### src/logic/frontend_pkg.sv
//------------------------------
// shared widths, types and sizes of the fetch frontend
// control flow kinds, bht and queue sizing, rv32i opcodes
//------------------------------
`default_nettype none

package frontend_pkg;

    // address and instruction words
    localparam int unsigned VLEN = 32;
    typedef logic [VLEN-1:0] addr_t;
    typedef logic [31:0]     instr_t;

    // kind of control flow predicted for one fetch entry
    typedef enum logic [1:0] {
        NoCF,
        Branch,
        Jump
    } cf_t;

    // branch history table, indexed by pc[5:2]
    localparam int unsigned BHT_ENTRIES = 16;
    localparam int unsigned BHT_IDX_W   = 4;
    typedef logic [BHT_IDX_W-1:0] bht_idx_t;
    // 2-bit saturating counter, msb is the taken prediction
    typedef logic [1:0] bht_cnt_t;

    // fetch queue toward the back-end
    localparam int unsigned QUEUE_DEPTH = 4;
    localparam int unsigned QUEUE_PTR_W = $clog2(QUEUE_DEPTH);
    typedef logic [$clog2(QUEUE_DEPTH+1)-1:0] queue_cnt_t;
    typedef logic [QUEUE_PTR_W-1:0]           queue_ptr_t;

    // rv32i major opcodes that the scanner looks for
    localparam logic [6:0] OPC_BRANCH = 7'b1100011;
    localparam logic [6:0] OPC_JAL    = 7'b1101111;

endpackage

`default_nettype wire

### src/logic/fetch_rsp_if.sv
//------------------------------
// fetched word plus its prediction
// pc_gen -> branch_predict -> fetch_queue
//------------------------------
`timescale 1ns/1ps
`default_nettype none

interface fetch_rsp_if;

    // response of the memory port, valid in the response cycle
    logic                 valid;
    frontend_pkg::addr_t  pc;
    frontend_pkg::instr_t instr;
    // prediction for this word
    frontend_pkg::cf_t    cf;
    frontend_pkg::addr_t  target;
    logic                 redirect;

    // pc_gen owns valid and pc and takes the predicted redirect back
    modport source (output valid, output pc, input redirect, input target);

    // scanner looks at the word and produces the prediction
    modport predictor (input valid, input pc, input instr,
                       output cf, output target, output redirect);

    // queue stores the whole entry
    modport sink (input valid, input pc, input instr, input cf, input target);

endinterface

`default_nettype wire

### src/logic/resolve_if.sv
//------------------------------
// branch resolution from the back-end
// one-cycle strobe into pc_gen and bht
//------------------------------
`timescale 1ns/1ps
`default_nettype none

interface resolve_if;

    // resolution strobe and its payload
    logic                valid;
    frontend_pkg::addr_t pc;
    frontend_pkg::addr_t target;
    logic                taken;
    logic                mispredict;
    logic                is_branch;

    // pc_gen only needs the redirect part
    modport pc_gen (input valid, input mispredict, input target);

    // bht trains on conditional branches
    modport bht (input valid, input pc, input taken, input is_branch);

endinterface

`default_nettype wire

### src/logic/bht.sv
//------------------------------
// branch history table
// valid bit and 2-bit counter per entry
//------------------------------
`timescale 1ns/1ps
`default_nettype none

module bht (
    input  wire logic                   clk_i,
    input  wire logic                   rst_ni,
    input  wire frontend_pkg::bht_idx_t lookup_idx_i,
    resolve_if.bht                      res,
    output logic                        known_o,
    output logic                        taken_o
);

    logic                   valid_q [frontend_pkg::BHT_ENTRIES];
    frontend_pkg::bht_cnt_t cnt_q   [frontend_pkg::BHT_ENTRIES];
    frontend_pkg::bht_idx_t upd_idx;
    logic                   upd_en;

    // combinational lookup for the word in the response cycle
    assign known_o = valid_q[lookup_idx_i];
    assign taken_o = cnt_q[lookup_idx_i][1];

    // train on resolved conditional branches only
    assign upd_en  = res.valid & res.is_branch;
    assign upd_idx = res.pc[frontend_pkg::BHT_IDX_W+1:2];

    // valid bits, all clear out of reset
    always_ff @(posedge clk_i or negedge rst_ni) begin
        if (!rst_ni) begin
            for (int i = 0; i < frontend_pkg::BHT_ENTRIES; i++) begin
                valid_q[i] <= 1'b0;
            end
        end else if (upd_en) begin
            valid_q[upd_idx] <= 1'b1;
        end
    end

    //------------------------------
    // counter update
    //------------------------------
    always_ff @(posedge clk_i) begin
        if (upd_en) begin
            if (!valid_q[upd_idx]) begin
                // first training lands on the weak state
                cnt_q[upd_idx] <= res.taken ? 2'd2 : 2'd1;
            end else if (res.taken && cnt_q[upd_idx] != 2'd3) begin
                cnt_q[upd_idx] <= cnt_q[upd_idx] + 2'd1;
            end else if (!res.taken && cnt_q[upd_idx] != 2'd0) begin
                cnt_q[upd_idx] <= cnt_q[upd_idx] - 2'd1;
            end
        end
    end

endmodule

`default_nettype wire

### src/logic/branch_predict.sv
//------------------------------
// scan of the fetched word for branch and jal
// immediate decode, direction and target
//------------------------------
`timescale 1ns/1ps
`default_nettype none

module branch_predict (
    fetch_rsp_if.predictor               rsp,
    output frontend_pkg::bht_idx_t       lookup_idx_o,
    input  wire logic                    known_i,
    input  wire logic                    taken_i
);

    frontend_pkg::instr_t instr;
    logic                 is_branch;
    logic                 is_jal;
    frontend_pkg::addr_t  imm_b;
    frontend_pkg::addr_t  imm_j;
    frontend_pkg::addr_t  imm;
    logic                 taken;

    assign instr = rsp.instr;

    // bht entry of this word
    assign lookup_idx_o = rsp.pc[frontend_pkg::BHT_IDX_W+1:2];

    // opcode decode
    assign is_branch = (instr[6:0] == frontend_pkg::OPC_BRANCH);
    assign is_jal    = (instr[6:0] == frontend_pkg::OPC_JAL);

    //------------------------------
    // immediates, sign extended
    //------------------------------
    // b-type imm[12:1]
    assign imm_b = {{(frontend_pkg::VLEN-13){instr[31]}},
                    instr[31], instr[7], instr[30:25], instr[11:8], 1'b0};
    // j-type imm[20:1]
    assign imm_j = {{(frontend_pkg::VLEN-21){instr[31]}},
                    instr[31], instr[19:12], instr[20], instr[30:21], 1'b0};

    assign imm = is_jal ? imm_j : imm_b;

    // direction
    always_comb begin
        taken = 1'b0;
        if (is_jal) begin
            taken = 1'b1;
        end else if (is_branch) begin
            // trained entry wins, otherwise backward taken
            taken = known_i ? taken_i : imm_b[frontend_pkg::VLEN-1];
        end
    end

    always_comb begin
        rsp.cf = frontend_pkg::NoCF;
        if (is_jal) begin
            rsp.cf = frontend_pkg::Jump;
        end else if (taken) begin
            rsp.cf = frontend_pkg::Branch;
        end
    end

    // both jal and b-type are pc relative
    assign rsp.target   = rsp.pc + imm;
    // only a live response may steer the fetch
    assign rsp.redirect = rsp.valid & taken;

endmodule

`default_nettype wire

### src/logic/fetch_queue.sv
//------------------------------
// fetch queue toward the back-end
// circular buffer with valid/ready pop
//------------------------------
`timescale 1ns/1ps
`default_nettype none

module fetch_queue (
    input  wire logic                  clk_i,
    input  wire logic                  rst_ni,
    input  wire logic                  kill_i,
    input  wire logic                  fetch_ready_i,
    fetch_rsp_if.sink                  rsp,
    output logic                       space_o,
    output logic                       fetch_valid_o,
    output frontend_pkg::addr_t        fetch_pc_o,
    output frontend_pkg::instr_t       fetch_instr_o,
    output frontend_pkg::cf_t          fetch_cf_o,
    output frontend_pkg::addr_t        fetch_target_o
);

    // entry storage
    frontend_pkg::addr_t  pc_q     [frontend_pkg::QUEUE_DEPTH];
    frontend_pkg::instr_t instr_q  [frontend_pkg::QUEUE_DEPTH];
    frontend_pkg::cf_t    cf_q     [frontend_pkg::QUEUE_DEPTH];
    frontend_pkg::addr_t  target_q [frontend_pkg::QUEUE_DEPTH];

    frontend_pkg::queue_ptr_t wr_ptr_q, rd_ptr_q;
    frontend_pkg::queue_cnt_t count_q;
    // a request may be in flight, counted as if granted
    logic                     pending_q;
    logic                     push;
    logic                     pop;

    assign push = rsp.valid;
    assign pop  = fetch_valid_o & fetch_ready_i;

    // keep room for the word in flight plus a new one
    assign space_o = (count_q + frontend_pkg::queue_cnt_t'(pending_q))
                     < frontend_pkg::queue_cnt_t'(frontend_pkg::QUEUE_DEPTH);

    //------------------------------
    // pointers and fill count
    //------------------------------
    always_ff @(posedge clk_i or negedge rst_ni) begin
        if (!rst_ni) begin
            wr_ptr_q  <= '0;
            rd_ptr_q  <= '0;
            count_q   <= '0;
            pending_q <= 1'b0;
        end else if (kill_i) begin
            // drop every entry and the word in flight
            wr_ptr_q  <= '0;
            rd_ptr_q  <= '0;
            count_q   <= '0;
            pending_q <= 1'b0;
        end else begin
            pending_q <= space_o;
            if (push) begin
                wr_ptr_q <= wr_ptr_q + frontend_pkg::queue_ptr_t'(1);
            end
            if (pop) begin
                rd_ptr_q <= rd_ptr_q + frontend_pkg::queue_ptr_t'(1);
            end
            case ({push, pop})
                2'b10:   count_q <= count_q + frontend_pkg::queue_cnt_t'(1);
                2'b01:   count_q <= count_q - frontend_pkg::queue_cnt_t'(1);
                default: count_q <= count_q;
            endcase
        end
    end

    // write into the tail slot
    always_ff @(posedge clk_i) begin
        if (push) begin
            pc_q[wr_ptr_q]     <= rsp.pc;
            instr_q[wr_ptr_q]  <= rsp.instr;
            cf_q[wr_ptr_q]     <= rsp.cf;
            target_q[wr_ptr_q] <= rsp.target;
        end
    end

    // head entry to the back-end
    assign fetch_valid_o  = (count_q != '0);
    assign fetch_pc_o     = pc_q[rd_ptr_q];
    assign fetch_instr_o  = instr_q[rd_ptr_q];
    assign fetch_cf_o     = cf_q[rd_ptr_q];
    assign fetch_target_o = target_q[rd_ptr_q];

endmodule

`default_nettype wire

### src/logic/frontend_top.sv
//------------------------------
// fetch frontend top level
// pc_gen, bht, branch_predict, fetch_queue
//------------------------------
`timescale 1ns/1ps
`default_nettype none

module frontend_top (
    input  wire logic                 clk_i,
    input  wire logic                 rst_ni,
    input  wire logic                 flush_i,
    input  wire frontend_pkg::addr_t  boot_addr_i,
    // instruction memory
    output logic                      imem_req_o,
    output frontend_pkg::addr_t       imem_addr_o,
    input  wire logic                 imem_gnt_i,
    input  wire frontend_pkg::instr_t imem_rdata_i,
    // branch resolution
    input  wire logic                 resolve_valid_i,
    input  wire frontend_pkg::addr_t  resolve_pc_i,
    input  wire frontend_pkg::addr_t  resolve_target_i,
    input  wire logic                 resolve_taken_i,
    input  wire logic                 resolve_mispredict_i,
    input  wire logic                 resolve_branch_i,
    // csr redirects
    input  wire logic                 eret_i,
    input  wire frontend_pkg::addr_t  epc_i,
    input  wire logic                 ex_valid_i,
    input  wire frontend_pkg::addr_t  trap_vector_i,
    // fetch entries to the back-end
    output logic                      fetch_valid_o,
    input  wire logic                 fetch_ready_i,
    output frontend_pkg::addr_t       fetch_pc_o,
    output frontend_pkg::instr_t      fetch_instr_o,
    output frontend_pkg::cf_t         fetch_cf_o,
    output frontend_pkg::addr_t       fetch_target_o
);

    resolve_if   res_if ();
    fetch_rsp_if rsp_if ();

    frontend_pkg::bht_idx_t lookup_idx;
    logic                   bht_known;
    logic                   bht_taken;
    logic                   kill;
    logic                   queue_space;

    // resolution strobe straight from the ports
    assign res_if.valid      = resolve_valid_i;
    assign res_if.pc         = resolve_pc_i;
    assign res_if.target     = resolve_target_i;
    assign res_if.taken      = resolve_taken_i;
    assign res_if.mispredict = resolve_mispredict_i;
    assign res_if.is_branch  = resolve_branch_i;

    // read data belongs to the response cycle
    assign rsp_if.instr = imem_rdata_i;

    pc_gen i_pc_gen (
        .clk_i         ( clk_i         ),
        .rst_ni        ( rst_ni        ),
        .boot_addr_i   ( boot_addr_i   ),
        .eret_i        ( eret_i        ),
        .epc_i         ( epc_i         ),
        .ex_valid_i    ( ex_valid_i    ),
        .trap_vector_i ( trap_vector_i ),
        .flush_i       ( flush_i       ),
        .imem_gnt_i    ( imem_gnt_i    ),
        .queue_space_i ( queue_space   ),
        .res           ( res_if        ),
        .rsp           ( rsp_if        ),
        .imem_req_o    ( imem_req_o    ),
        .imem_addr_o   ( imem_addr_o   ),
        .kill_o        ( kill          )
    );

    bht i_bht (
        .clk_i        ( clk_i      ),
        .rst_ni       ( rst_ni     ),
        .lookup_idx_i ( lookup_idx ),
        .res          ( res_if     ),
        .known_o      ( bht_known  ),
        .taken_o      ( bht_taken  )
    );

    branch_predict i_branch_predict (
        .rsp          ( rsp_if     ),
        .lookup_idx_o ( lookup_idx ),
        .known_i      ( bht_known  ),
        .taken_i      ( bht_taken  )
    );

    fetch_queue i_fetch_queue (
        .clk_i          ( clk_i          ),
        .rst_ni         ( rst_ni         ),
        .kill_i         ( kill           ),
        .fetch_ready_i  ( fetch_ready_i  ),
        .rsp            ( rsp_if         ),
        .space_o        ( queue_space    ),
        .fetch_valid_o  ( fetch_valid_o  ),
        .fetch_pc_o     ( fetch_pc_o     ),
        .fetch_instr_o  ( fetch_instr_o  ),
        .fetch_cf_o     ( fetch_cf_o     ),
        .fetch_target_o ( fetch_target_o )
    );

endmodule

`default_nettype wire

### src/logic/pc_gen.sv
//------------------------------
// next pc register and priority select
// memory request gate, in-flight tracking, kill
//------------------------------
`timescale 1ns/1ps
`default_nettype none

module pc_gen (
    input  wire logic                clk_i,
    input  wire logic                rst_ni,
    input  wire frontend_pkg::addr_t boot_addr_i,
    input  wire logic                eret_i,
    input  wire frontend_pkg::addr_t epc_i,
    input  wire logic                ex_valid_i,
    input  wire frontend_pkg::addr_t trap_vector_i,
    input  wire logic                flush_i,
    input  wire logic                imem_gnt_i,
    input  wire logic                queue_space_i,
    resolve_if.pc_gen                res,
    fetch_rsp_if.source              rsp,
    output logic                     imem_req_o,
    output frontend_pkg::addr_t      imem_addr_o,
    output logic                     kill_o
);

    // set in reset, boot address goes into npc on the first edge
    logic                load_boot_q;
    frontend_pkg::addr_t npc_d, npc_q;
    // accepted request waiting for its word
    logic                pend_q;
    frontend_pkg::addr_t pend_addr_q;
    logic                mispredict;
    logic                accept;

    assign mispredict = res.valid & res.mispredict;
    // any back-end redirect throws away what is in flight
    assign kill_o     = mispredict | eret_i | ex_valid_i | flush_i;

    // predicted target is fetched right away in the response cycle
    assign imem_addr_o = rsp.redirect ? rsp.target : npc_q;
    // no request in a kill cycle, the redirected fetch goes next cycle
    assign imem_req_o  = queue_space_i & ~kill_o & ~load_boot_q;
    assign accept      = imem_req_o & imem_gnt_i;

    //------------------------------
    // next pc in rising priority
    //------------------------------
    always_comb begin
        npc_d = npc_q;
        if (load_boot_q) begin
            npc_d = boot_addr_i;
        end
        // target is kept if the fetch was not accepted
        if (rsp.redirect) begin
            npc_d = rsp.target;
        end
        // step past the address fetched in this cycle
        if (accept) begin
            npc_d = imem_addr_o + frontend_pkg::addr_t'(4);
        end
        if (mispredict) begin
            npc_d = res.target;
        end
        if (eret_i) begin
            npc_d = epc_i;
        end
        if (ex_valid_i) begin
            npc_d = trap_vector_i;
        end
    end

    always_ff @(posedge clk_i or negedge rst_ni) begin
        if (!rst_ni) begin
            load_boot_q <= 1'b1;
            npc_q       <= '0;
            pend_q      <= 1'b0;
        end else begin
            load_boot_q <= 1'b0;
            npc_q       <= npc_d;
            pend_q      <= accept;
        end
    end

    // address of the accepted request
    always_ff @(posedge clk_i) begin
        if (accept) begin
            pend_addr_q <= imem_addr_o;
        end
    end

    // word arrives one cycle after acceptance, dropped on kill
    assign rsp.valid = pend_q & ~kill_o;
    assign rsp.pc    = pend_addr_q;

endmodule

`default_nettype wire

### config.mk
export PLATFORM = sky130hd
export DESIGN_NAME = frontend_top
export DESIGN_NICKNAME = d
export VERILOG_FILES = /design/src/logic/frontend_pkg.sv /design/src/logic/fetch_rsp_if.sv /design/src/logic/resolve_if.sv /design/src/logic/bht.sv /design/src/logic/branch_predict.sv /design/src/logic/fetch_queue.sv /design/src/logic/frontend_top.sv /design/src/logic/pc_gen.sv
export SDC_FILE = /design/constraint.sdc
export NUM_CORES = 1
export LEC_CHECK = 0
export ABC_AREA = 1
export BUFFER_PORTS_ARGS = -buffer_cell sky130_fd_sc_hd__buf_2
export CAP_MARGIN = 20
export CORE_ASPECT_RATIO = 0.8
export CORE_MARGIN = 5
export CORE_UTILIZATION = 40
export DETAILED_ROUTE_END_ITERATION = 12
export PLACE_DENSITY = 0.66
export SKIP_LAST_GASP = 1
export SLEW_MARGIN = 15
export SYNTH_ARGS = -nofsm -noshare
export SYNTH_HDL_FRONTEND = slang
export SYNTH_HIERARCHICAL = 1
export SYNTH_SLANG_ARGS = --single-unit
### constraint.sdc
create_clock -name clk_i -period 4.4 [get_ports clk_i]
set_input_delay 0.44 -clock clk_i [delete_from_list [all_inputs] [get_ports clk_i]]
set_output_delay 0.44 -clock clk_i [all_outputs]
set_load 0.02 [all_outputs]
==> flow_metrics.tcl <==
set metrics [dict create \
    tightestPinTransition_ps 926 \
    top_layer "met4" \
    avgSynthCellArea_sq_um 9.56 \
    grt_overflow 0 \
    drt_wl_total_um 77500 \
    track_usage 0.216 \
    setup_violations 0 \
    preCtsSetupSlack_ps -55.4 \
    slew_violations 0 \
    rsz0062_at_grt "no" \
    met2_length_um 33400 \
    yosysTopAreaCell "edfxtp_1" \
    critPathKind "reg -> out" \
    fp.dieH_um 236 \
    synthArstFlopShare 0.113 \
    io_buffer_count 306 \
    num_rows 82 \
    fin_total_pwr_mw 11.2 \
    dieArea_sq_um 69100 \
    synth_seq_area_share 0.593 \
    coreArea_sq_um 63000 \
    drv_cap 0 \
    ios 335 \
    fin_crit_ps 4150 \
    hold_class "in -> reg" \
    period_share 0.944 \
    startpoint_type "register" \
    wl_met1_um 35800 \
    synth_fp_nets 2918 \
    synth_seq_cells 514 \
    p_per_area_nw_per_um2 367 \
    yosysUniqueCellTypes 51 \
    required_ps 3960 \
    fin_skew_ps 22.9 \
    initial_utilization 0.406 \
    clk_pin_slew_ps 60 \
    viasPerCell 5.14 \
    clockBufferDepth 3 \
    die_w_um 293 \
    wl_per_cell_um 19.6 \
    cts_tree "done" \
    synth_area_sq_um 25600 \
    setup_slack_ps 246 \
    ys_warn_count 6 \
    r2r_slack_ps 530 \
    ir_worst_vdd_mv 0.343 \
    layout.nets 3319 \
    end_kind "output pin" \
    drive_above_1_share 0.219 \
    cts_root_buffer "clkbuf_16" \
    dp.final_hpwl_um 55200 \
    drt-pass1-iter-count 5 \
    ant_nets 0 \
    grt_max_degree 124 \
    synth_common_cells "nand2_1, edfxtp_1, nor2_1" \
    drt-initial-drc-count 1842 \
    antenna_found_initial 1 \
    dr_total_vias 20346 \
    numCtsBuffers 53 \
    status "finished, final reports clean" \
    cts_sinks 514 \
    cp.arrival_ps 3710 \
    clkLatencyLatePin_ps 610 \
    slew_headroom 0.380 \
    p_leak_nw 12.9 \
    areaGrowthSynthToFinish_pct 19.7 \
    path_max_fanout 23 \
    synth_top_area_frac 0.536 \
    syn_inst 2673 \
    synthTopCellsByArea "edfxtp_1, nand2_1, dfrtp_1" \
    synthFlopType "edfxtp_1" \
    max_freq_ghz 0.241 \
    place_congestion 0.941 \
    htreeDepth 2 \
    drc 0 \
    finalHoldViolations 0 \
    synth.most_common_cell "nand2_1" \
    grt_pass1_vias 18997 \
    grt_pass1_wl_um 116000 \
    wl_met3_um 6490 \
    synth_edf_count 456 \
]
==> path summary, 6_finish.rpt <==
check,cells past startpoint,from,end
worst max-delay path,18,i_pc_gen/rsp.pc[2],imem_addr_o[29]
worst min-delay path,1,imem_rdata_i[8],i_fetch_queue/instr_q[3][8]
worst min register to register,2,i_pc_gen/npc_q[17],i_pc_gen/npc_q[17]
min in group asynchronous,2,rst_ni,i_pc_gen/npc_q[30]
worst max register to register,26,i_pc_gen/rsp.pc[2],i_pc_gen/npc_q[25]
max in group asynchronous,3,rst_ni,i_bht/valid_q[11]
==> timing repair <==
action / CTS / global route
setup endpoints to repair: 22 / 7
buffers inserted: 2 / 0
pin swaps: 0 / 1
hold endpoints to repair: 13 / 0
resized for setup: 0 / 5
hold buffers: 1 / 0
==> metrics by stage <==
stage                     TNS [ps]  area (sq um)  utilization  hold slack [ps]  cells
after floorplan                  0         25600            -              144   2673
after detailed placement      -100         28700        0.456              371   3856
after global placement           0         28700        0.456              367   3856
after global routing             0         30600        0.486             40.4   3959
after CTS                        0         30600        0.485             14.8   3959
final                            0         30600        0.486             57.1   3962
==> final cells by class <==
cell class	count	area (sq um)
fillers	5913	32400
flip-flops and latches	514	15200
multi-input cells	1834	8870
repair buffers	475	2940
clock buffers	67	1390
well taps	840	1050
inverters	196	759
clock inverters	33	420
diodes	3	7.51
==> registers in the layout (all words and copies together), names as in the netlist, 2 cells and up <==
| name | flops |
|---|---|
| i_fetch_queue/count_q | 3 |
| i_bht/cnt_q | 32 |
| i_fetch_queue/wr_ptr_q | 2 |
| i_pc_gen/npc_q | 32 |
| i_fetch_queue/instr_q | 128 |
| i_fetch_queue/rd_ptr_q | 2 |
| i_bht/valid_q | 16 |
| i_pc_gen/rsp.pc | 32 |
| i_fetch_queue/target_q | 128 |
| i_fetch_queue/cf_q | 8 |
| i_fetch_queue/pc_q | 128 |
==> worst max-delay path, stage by stage (launching register included) <==
cell      delay [ps]
edfxtp_1         430
buf_12           180
buf_4            140
a21oi_1          120
o21ai_0          120
o211ai_1         160
nand3_1          110
nand2_1          110
mux2_2           270
nand3_2          150
a21boi_4         180
buf_12           180
clkinv_4         120
buf_12           180
buf_4            170
nand2_1           70
nand2_2           80
buf_4            140
buf_2            150
==> kinds of logic (layout without fill, tap and decap cells) <==
logic type / count (synthesis) / in the layout / synth area share
other: 1 / 4 / 0.000147
XOR/XNOR: 24 / 24 / 0.00822
buffers and inverters: 325 / 771 / 0.0612
multiplexers: 5 / 5 / 0.00201
AND/OR/NAND/NOR: 1255 / 1255 / 0.203
AO/OA/AOI/OAI: 507 / 507 / 0.111
adder cells (fa/ha/maj): 42 / 42 / 0.0211
flip-flops: 514 / 514 / 0.593
==> power breakdown <==
part	switching, mW	internal, mW	leakage, nW
logic	0.749	0.417	7.24
registers	0.0421	5.39	4.77
clock network	1.94	2.69	0.866
==> layer usage <==
layer	track usage	up-vias
li1	-	9883
met1	0.327	9560
met2	0.323	801
met3	0.0382	102
met4	0.0515	0
met5	0	-
==> cells in the final DEF (no fill, tap or decap), drive strengths merged, types with 3 or more instances in the layout <==
cell type  count
nand2        750
buf          474
edfxtp       456
nor2         388
o21ai        256
inv          200
a21oi        101
o22ai         98
nand3         92
clkbuf        67
dfrtp         57
ha            40
xor2          19
o21bai        19
o211ai        17
clkinv        17
nand4         14
a22oi          8
nor3           8
bufinv         7
clkinvlp       5
a21o           5
xnor2          5
mux2i          4
diode          3
(Power assumes the default switching activity.)
